`config.mk`:
```
export PLATFORM = sky130hd
export DESIGN_NAME = stream_source
export DESIGN_NICKNAME = d
export VERILOG_FILES = /design/src/common/source_pkg.sv /design/src/source_fsm.sv /design/src/source_addressgen.sv /design/src/load_port_buffer.sv /design/src/word_merge.sv /design/src/stream_source.sv
export VERILOG_INCLUDE_DIRS = /design/src /design/src/common
export SDC_FILE = /design/constraint.sdc
export NUM_CORES = 1
export LEC_CHECK = 0
export BUFFER_PORTS_ARGS = -buffer_cell sky130_fd_sc_hd__buf_2
export CAP_MARGIN = 0
export CORE_MARGIN = 8
export CORE_UTILIZATION = 56
export CTS_BUF_LIST = sky130_fd_sc_hd__clkbuf_8
export DETAILED_ROUTE_END_ITERATION = 6
export PLACE_DENSITY = 0.95
export REMOVE_ABC_BUFFERS = 1
export SLEW_MARGIN = 20
export SYNTH_ARGS = -nofsm -noshare
export SYNTH_HDL_FRONTEND = slang
export SYNTH_HIERARCHICAL = 1
export SYNTH_SLANG_ARGS = --single-unit
```
`constraint.sdc`:
```
create_clock -name clk_i -period 6.06 [get_ports clk_i]
set_clock_uncertainty 0.05 [all_clocks]
set_input_delay 1.818 -clock clk_i [delete_from_list [all_inputs] [get_ports clk_i]]
set_output_delay 1.818 -clock clk_i [all_outputs]
set_load 0.005 [all_outputs]
```
`src/common/source_settings.svh`:
```
// load engine configuration macros for port count and datapath widths
`ifndef SOURCE_SETTINGS_SVH
`define SOURCE_SETTINGS_SVH

// memory ports and 32-bit words per output beat
`define SRC_NB_PORTS 2

// width of one memory word
`define SRC_WORD_W 32

// byte address width
`define SRC_ADDR_W 32

// width of the transaction counter and of trans_size
`define SRC_TRANS_CNT_W 16

`endif

```
`src/common/source_pkg.sv`:
```
// load engine package, FSM state, word, address and count types
`include "source_settings.svh"

package source_pkg;

  // control FSM state, one bit is enough in coupled mode
  typedef enum logic {
    STREAM_IDLE    = 1'b0, // waiting for start
    STREAM_WORKING = 1'b1  // issuing loads
  } state_e;

  // one memory word as returned by a port
  typedef logic [`SRC_WORD_W-1:0] word_t;

  // byte address on the memory side
  typedef logic [`SRC_ADDR_W-1:0] addr_t;

  // number of wide words in a job
  typedef logic [`SRC_TRANS_CNT_W-1:0] count_t;

endpackage

```
`src/source_fsm.sv`:
```
// control FSM, accepts start, issues the load bursts and flags done
`timescale 1ns/1ps
`include "source_settings.svh"

module source_fsm (
  input  logic                     clk_i,
  input  logic                     rst_ni,
  input  logic                     clear_i,
  input  logic                     start_i,
  input  logic                     ready_i,       // consumer ready, gates requests
  input  logic [`SRC_NB_PORTS-1:0] mem_gnt_i,
  input  logic                     in_progress_i, // from address generator
  output logic [`SRC_NB_PORTS-1:0] mem_req_o,
  output logic                     ag_load_o,
  output logic                     ag_enable_o,
  output logic                     ready_start_o,
  output logic                     done_o
);

  source_pkg::state_e cs, ns;

  logic req;       // load burst requested this cycle
  logic gnt;       // all ports granted
  logic done_d;    // final grant seen
  logic done_q;

  // memory grants all ports or none, AND them anyway
  assign gnt       = &mem_gnt_i;
  assign mem_req_o = {`SRC_NB_PORTS{req}};
  assign done_o    = done_q;

  always_comb begin
    ns            = cs;
    req           = 1'b0;
    ag_load_o     = 1'b0;
    ag_enable_o   = 1'b0;
    ready_start_o = 1'b0;
    done_d        = 1'b0;
    case (cs)
      source_pkg::STREAM_IDLE: begin
        ready_start_o = 1'b1;
        if (start_i) begin
          ag_load_o = 1'b1;    // sample base and size now
          ns        = source_pkg::STREAM_WORKING;
        end
      end
      source_pkg::STREAM_WORKING: begin
        // no new load while the consumer stalls
        req = ready_i;
        if (req && gnt) begin
          if (in_progress_i) begin
            ag_enable_o = 1'b1;  // step to next wide word
          end else begin
            done_d = 1'b1;       // last word granted
            ns     = source_pkg::STREAM_IDLE;
          end
        end
      end
      default: begin
        ns = source_pkg::STREAM_IDLE;
      end
    endcase
  end

  always_ff @(posedge clk_i or negedge rst_ni) begin
    if (!rst_ni) begin
      cs     <= source_pkg::STREAM_IDLE;
      done_q <= 1'b0;
    end else if (clear_i) begin
      cs     <= source_pkg::STREAM_IDLE;
      done_q <= 1'b0;
    end else begin
      cs     <= ns;
      done_q <= done_d;  // one cycle after final grant
    end
  end

  // memory side contract, grants come for every port or for none
  a_gnt_all_or_none : assert property (
    @(posedge clk_i) disable iff (!rst_ni)
    (|mem_req_o) |-> (mem_gnt_i == '0 || mem_gnt_i == '1)
  ) else $error("memory granted only a subset of the ports");

  // done is a single-cycle pulse
  a_done_pulse : assert property (
    @(posedge clk_i) disable iff (!rst_ni)
    done_o |=> !done_o
  ) else $error("done held for more than one cycle");

endmodule

```
`src/source_addressgen.sv`:
```
// linear address generator, unit-stride walk over wide words with a transaction counter
`timescale 1ns/1ps
`include "source_settings.svh"

module source_addressgen (
  input  logic               clk_i,
  input  logic               rst_ni,
  input  logic               clear_i,
  input  logic               load_i,        // take base and size on start
  input  logic               enable_i,      // step on each granted wide word
  input  source_pkg::addr_t  base_addr_i,
  input  source_pkg::count_t trans_size_i,  // wide words in the job, at least one
  output source_pkg::addr_t  addr_o,
  output logic               in_progress_o  // more words after the current one
);

  // byte distance between consecutive wide words
  localparam int unsigned STEP = `SRC_NB_PORTS * 4;

  source_pkg::addr_t  addr_q;   // current wide-word address
  source_pkg::count_t size_q;   // job size as sampled at start
  source_pkg::count_t cnt_q;    // words already stepped over
  logic               loaded_q; // a job config is held
  logic               last_word;

  // current word is the final one of the job
  assign last_word = (cnt_q >= size_q - source_pkg::count_t'(1));

  assign addr_o        = addr_q;
  assign in_progress_o = loaded_q & ~last_word;

  // address and size latched on load, address stepped on enable
  always_ff @(posedge clk_i) begin
    if (load_i) begin
      addr_q <= base_addr_i;
      size_q <= trans_size_i;
    end else if (enable_i) begin
      addr_q <= addr_q + source_pkg::addr_t'(STEP); // next wide word
    end
  end

  // job counter and loaded flag
  always_ff @(posedge clk_i or negedge rst_ni) begin
    if (!rst_ni) begin
      cnt_q    <= '0;
      loaded_q <= 1'b0;
    end else if (clear_i) begin
      cnt_q    <= '0;
      loaded_q <= 1'b0;
    end else if (load_i) begin
      cnt_q    <= '0;   // fresh job
      loaded_q <= 1'b1;
    end else if (enable_i) begin
      cnt_q    <= cnt_q + source_pkg::count_t'(1);
    end
  end

  // the FSM stops stepping once the final word is reached;
  // the last grant ends the job instead of enabling
  a_no_step_past_end : assert property (
    @(posedge clk_i) disable iff (!rst_ni)
    (enable_i && loaded_q) |-> in_progress_o
  ) else $error("address generator enabled past the last wide word");

  // a load and a step never coincide as the FSM loads only in idle
  a_load_not_enable : assert property (
    @(posedge clk_i) disable iff (!rst_ni)
    load_i |-> !enable_i
  ) else $error("address generator loaded and enabled together");

endmodule

```
`src/load_port_buffer.sv`:
```
// per-port response buffer, passes a read word through or holds it until taken
`timescale 1ns/1ps
`include "source_settings.svh"

module load_port_buffer (
  input  logic              clk_i,
  input  logic              rst_ni,
  input  logic              clear_i,
  input  logic              rvalid_i,     // response from memory
  input  source_pkg::word_t rdata_i,
  input  logic              word_ready_i, // merge took the beat
  output logic              word_valid_o,
  output source_pkg::word_t word_o
);

  logic              valid_q; // word held
  source_pkg::word_t data_q;  // last response seen

  // bypass the fresh response, else replay the held one
  assign word_valid_o = rvalid_i | valid_q;
  assign word_o       = rvalid_i ? rdata_i : data_q;

  always_ff @(posedge clk_i or negedge rst_ni) begin
    if (!rst_ni) begin
      valid_q <= 1'b0;
    end else if (clear_i) begin
      valid_q <= 1'b0;
    end else begin
      if (rvalid_i && word_ready_i)
        valid_q <= 1'b0;      // taken in the same cycle
      else if (rvalid_i)
        valid_q <= 1'b1;      // keep it for later
      else if (valid_q && word_ready_i)
        valid_q <= 1'b0;      // held word taken
    end
  end

  // capture every response, only read back while valid_q
  always_ff @(posedge clk_i) begin
    if (rvalid_i)
      data_q <= rdata_i;
  end

  // requests stop while the consumer stalls, so a second
  // response never lands on top of a held one
  a_no_overwrite : assert property (
    @(posedge clk_i) disable iff (!rst_ni || clear_i)
    rvalid_i |-> !valid_q
  ) else $error("response arrived while a word is held");

endmodule

```
`src/word_merge.sv`:
```
// word merge, joins the port words into one wide beat under valid/ready
`timescale 1ns/1ps
`include "source_settings.svh"

module word_merge (
  input  logic                                  rst_ni,
  input  logic                                  clk_i,
  input  logic [`SRC_NB_PORTS-1:0]              word_valid_i,
  input  source_pkg::word_t [`SRC_NB_PORTS-1:0] word_i,
  input  logic                                  ready_i,   // consumer ready
  output logic                                  valid_o,
  output logic [`SRC_NB_PORTS*`SRC_WORD_W-1:0]  data_o,
  output logic [`SRC_NB_PORTS-1:0]              word_ready_o
);

  logic beat_hs; // output beat transfers

  // beat is valid only once every port has its word
  assign valid_o = &word_valid_i;
  assign beat_hs = valid_o & ready_i;

  // release all ports together, only on transfer
  assign word_ready_o = {`SRC_NB_PORTS{beat_hs}};

  // port 0 in the low word
  for (genvar p = 0; p < `SRC_NB_PORTS; p++) begin : gen_pack
    assign data_o[p*`SRC_WORD_W +: `SRC_WORD_W] = word_i[p];
  end

  // stream rule, relies on the port buffers holding their words
  a_valid_stable : assert property (
    @(posedge clk_i) disable iff (!rst_ni)
    (valid_o && !ready_i) |=> (valid_o && $stable(data_o))
  ) else $error("output beat dropped or changed before transfer");

endmodule

```
`src/stream_source.sv`:
```
// load engine top, request side, per-port response buffers and word merge
`timescale 1ns/1ps
`include "source_settings.svh"

module stream_source (
  input  logic                                   clk_i,
  input  logic                                   rst_ni,
  input  logic                                   clear_i,
  // host control
  input  logic                                   start_i,
  input  source_pkg::addr_t                      base_addr_i,
  input  source_pkg::count_t                     trans_size_i,
  output logic                                   ready_start_o,
  output logic                                   done_o,
  // memory ports, all granted together
  output logic [`SRC_NB_PORTS-1:0]               mem_req_o,
  output source_pkg::addr_t [`SRC_NB_PORTS-1:0]  mem_addr_o,
  input  logic [`SRC_NB_PORTS-1:0]               mem_gnt_i,
  input  logic [`SRC_NB_PORTS-1:0]               mem_rvalid_i,
  input  source_pkg::word_t [`SRC_NB_PORTS-1:0]  mem_rdata_i,
  // output stream
  output logic                                   valid_o,
  output logic [`SRC_NB_PORTS*`SRC_WORD_W-1:0]   data_o,
  input  logic                                   ready_i
);

  logic                                  ag_load;      // latch job config
  logic                                  ag_enable;    // step to next wide word
  logic                                  ag_in_progress;
  source_pkg::addr_t                     ag_addr;      // wide-word base address
  logic [`SRC_NB_PORTS-1:0]              word_valid;
  logic [`SRC_NB_PORTS-1:0]              word_ready;
  source_pkg::word_t [`SRC_NB_PORTS-1:0] word;

  source_fsm i_source_fsm (
    .clk_i         ( clk_i          ),
    .rst_ni        ( rst_ni         ),
    .clear_i       ( clear_i        ),
    .start_i       ( start_i        ),
    .ready_i       ( ready_i        ),
    .mem_gnt_i     ( mem_gnt_i      ),
    .in_progress_i ( ag_in_progress ),
    .mem_req_o     ( mem_req_o      ),
    .ag_load_o     ( ag_load        ),
    .ag_enable_o   ( ag_enable      ),
    .ready_start_o ( ready_start_o  ),
    .done_o        ( done_o         )
  );

  source_addressgen i_source_addressgen (
    .clk_i         ( clk_i          ),
    .rst_ni        ( rst_ni         ),
    .clear_i       ( clear_i        ),
    .load_i        ( ag_load        ),
    .enable_i      ( ag_enable      ),
    .base_addr_i   ( base_addr_i    ),
    .trans_size_i  ( trans_size_i   ),
    .addr_o        ( ag_addr        ),
    .in_progress_o ( ag_in_progress )
  );

  for (genvar p = 0; p < `SRC_NB_PORTS; p++) begin : gen_port
    // port p reads the word 4*p bytes into the wide word
    assign mem_addr_o[p] = ag_addr + source_pkg::addr_t'(4 * p);

    load_port_buffer i_load_port_buffer (
      .clk_i        ( clk_i           ),
      .rst_ni       ( rst_ni          ),
      .clear_i      ( clear_i         ),
      .rvalid_i     ( mem_rvalid_i[p] ),
      .rdata_i      ( mem_rdata_i[p]  ),
      .word_ready_i ( word_ready[p]   ),
      .word_valid_o ( word_valid[p]   ),
      .word_o       ( word[p]         )
    );
  end

  word_merge i_word_merge (
    .rst_ni       ( rst_ni     ),
    .clk_i        ( clk_i      ),
    .word_valid_i ( word_valid ),
    .word_i       ( word       ),
    .ready_i      ( ready_i    ),
    .valid_o      ( valid_o    ),
    .data_o       ( data_o     ),
    .word_ready_o ( word_ready )
  );

endmodule

```
==> metrics.cfg <==
[min_path]
hold_path_class=flip-flop to flip-flop

[global_routing]
grt_pass1_vias=5664
grt_start_max_net_pins=85
antenna_found_initial=2
grtUsageTotal_pct=21.8
grt_overflow=0
grt_pass1_wl_um=28900

[cts]
root_buffer=clkbuf_8
cts_buffers=17
cts.clk_slew.worst_paths_ps=80
h-tree-depth=4
holdBufCountCts=0
cts_tree=yes
insertion_delay_ps=430
cts_setup_buffers=0
clock_path_buffers=2
cts_sinks=133
cts-resized-gates=0

[cells_and_area]
final.fill_count=1021
area_growth_syn_to_layout_pct=16.2
drive_gt1_share_pct=42.7
final_util_pct=65.5
final_net_count=988

[die]
io_pins=254
fp.dieW_um=131
core_area_mm2=0.0130
initial_core_util_pct=56.4
placementRows=42
die_h_um=131
die_area_mm2=0.0170

[worst_setup_path]
path_class=input pin to output pin
timing.rr.end=i_source_addressgen/cnt_q[12]$_DFFE_PN0P_
crit_path_top_delay_cell=buf_2
startpoint_type=input pin
path_cells=buf_2 -> buf_4 -> mux2_4 -> buf_2
cp-startpoint=mem_rvalid_i[1]
endpoint=data_o[46]
reg2regPathDepth=16
r2r_start=i_source_addressgen/size_q[5]$_DFFE_PP_
regToRegSetupSlack_ps=1210
critPathMaxStageDelay_ps=450
cp_max_fo=20
cp-end-kind=output pin
cp_common_cell=buf_2
cp.arrival_ps=3130
cp.required_ps=4190

[timing]
finalMaxSlewViolations=0
slew_headroom_pct=47.3
setup_viol=0
period_minus_slack_ps=5000
timing.final.crit_share_pct=82.5
hold_violations=0
fmax_mhz=200
timing.final.ws_setup_ps=1060
worst_slew_pin_slew_ps=791
rsz0062_at_grt=no
fin_setup_tns_ps=0
whs_ps=426

[route]
wl_per_cell_um=17.9
drtIter0Drc=346
drcViolationCount=0
avgViaCountPerCell=5.24
drtPass1Iterations=4
wirelength_um=18600
ant_nets=0
dr_total_vias=5438

[synth]
ys_seq_elements=133
synth_cell_types=47
syn-cell-area_mm2=0.00734
synthCells=662
yosys_warnings=6
synth_largest_area_cell=edfxtp_1
synth_area_leaders=edfxtp_1 20%, dfxtp_1 17%, mux2_4 12%
yosys_most_used_dff=dfxtp_1
avgSynthCellArea_um2=11.1
synth_edf_count=48
synth.top_cell.area_share_pct=19.6
yosysSeqAreaShare_pct=44.2
async_reset_ff_share_pct=15.8

[power_and_ir_drop]
seq_power_share_pct=49.6
p_sw_share_pct=26.8
power.net_switching_w=0.000577
power_density_mw_per_mm2=252
ir_drop_mv=0.208
power_w=0.00215
internal-power_w=0.00158
cellLeakagePower_nw=3.87
clock_power_share_pct=34.6
pwr-share-comb_pct=15.8

[job]
drv_cap=0

[placed_design]
gp_congestion=0.839
pre_cts_ws_ps=1050
hpwl_um=14200
portBuffers=253

[run_status]
status=finished, final reports clean

==> cells in the final DEF, fill, tap and decap left out, drive strengths merged, types with 2 or more instances in the layout <==
cell / count
buf: 257
mux2: 65
dfxtp: 64
nand2: 60
xnor2: 56
edfxtp: 48
o21ai: 33
nor2: 31
xor2: 24
nand3: 24
inv: 22
dfrtp: 21
ha: 20
nand4: 19
nor3: 18
clkbuf: 18
and3: 11
a21oi: 10
and2: 9
nor4: 8
nor3b: 6
and4: 6
or2: 6
clkinv: 4
or4: 3
diode: 2
bufinv: 2
nor2b: 2
o211ai: 2
or3: 2
==> worst max-delay path: cells and delay by family <==
kind     cells  cell delay [ps]
mux          1              340
buf+inv      3              960
==> sequential cells by signal, summed over array words and instances, names as in the netlist <==
| signal | flops |
|---|---|
| i_source_addressgen/loaded_q | 1 |
| i_source_addressgen/cnt_q | 16 |
| i_source_fsm/done_o | 1 |
| gen_port.i_load_port_buffer/data_q | 64 |
| i_source_addressgen/addr_o | 32 |
| i_source_addressgen/size_q | 16 |
| gen_port.i_load_port_buffer/valid_q | 2 |
| i_source_fsm/cs | 1 |
==> final cells by class <==
class                      instances  area (um^2)  share of cell area, %
antenna                            2         5.00                 0.0586
multi-input combinational        424         3320                   38.9
clock buffer                      18          248                   2.90
sequential                       133         3250                   38.1
tap                              176          220                   2.58
timing repair buffer             257         1300                   15.2
inverter                          14         52.6                  0.616
clock inverter                    14          148                   1.73
==> Yosys cell counts (3+ instances only) <==
cell,instances
a21oi_1,10
and2_1,8
and3_1,11
and4_1,5
buf_12,6
buf_4,70
buf_6,3
clkbuf_1,11
dfrtp_1,21
dfxtp_1,64
edfxtp_1,48
ha_1,20
inv_1,14
mux2_2,5
mux2_4,60
nand2_1,60
nand3_1,23
nand4_1,17
nor2_1,31
nor3_1,18
nor3b_1,6
nor4_1,6
o21ai_0,33
or2_2,4
xnor2_1,56
xor2_1,24
==> through the flow <==
step                instance area (um^2)  instances
global route                        8540       1038
CTS                                 8530       1036
finish                              8540       1038
detailed placement                  8140       1004
global placement                    8140       1004
floorplan                           6620        571
==> kinds of logic (layout without fill, tap and decap cells) <==
| kind of cell | after synthesis | after routing | share of synthesized area [%] |
|---|---|---|---|
| compound gates | 50 | 50 | 4.00 |
| buf+inv | 105 | 303 | 10.6 |
| simple gates | 208 | 208 | 15.1 |
| xor+xnor | 80 | 80 | 9.54 |
| other cells | 0 | 2 | 0 |
| mux | 66 | 66 | 13.2 |
| fa+ha+maj | 20 | 20 | 3.41 |
| flops | 133 | 133 | 44.2 |
==> worst min-delay path by stage <==
stage / startpoint / endpoint / cells past startpoint
2_1_floorplan: i_source_addressgen/loaded_q$_DFFE_PN0P_ / i_source_addressgen/loaded_q$_DFFE_PN0P_ / 2
6_report: gen_port[0].i_load_port_buffer/data_q[26]$_DFF_P_ / gen_port[0].i_load_port_buffer/data_q[26]$_DFF_P_ / 1
5_1_grt: gen_port[0].i_load_port_buffer/data_q[26]$_DFF_P_ / gen_port[0].i_load_port_buffer/data_q[26]$_DFF_P_ / 1
3_3_place_gp: gen_port[1].i_load_port_buffer/data_q[2]$_DFF_P_ / gen_port[1].i_load_port_buffer/data_q[2]$_DFF_P_ / 1
4_1_cts: gen_port[1].i_load_port_buffer/data_q[28]$_DFF_P_ / gen_port[1].i_load_port_buffer/data_q[28]$_DFF_P_ / 1
3_5_place_dp: gen_port[0].i_load_port_buffer/data_q[13]$_DFF_P_ / gen_port[0].i_load_port_buffer/data_q[13]$_DFF_P_ / 1
==> power groups by stage <==
stage	combinational [W]	sequential, W	clock [W]
2_1_floorplan	0.000173	0.00107	0
3_3_place_gp	0.000326	0.00108	0
3_5_place_dp	0.000342	0.00108	0
4_1_cts	0.000344	0.00107	0.000764
5_1_grt	0.000373	0.00108	0.000802
6_report	0.000340	0.00107	0.000746
==> per-layer routing <==
layer	global-route usage (%)	up-vias	share of wire [%]
li1	-	2613	-
met1	24.6	2592	39
met2	37.4	215	52
met3	7.59	18	7.9
met4	7.70	0	1.5
met5	0	-	0
No activity file was read; power rests on OpenSTA's default activity.
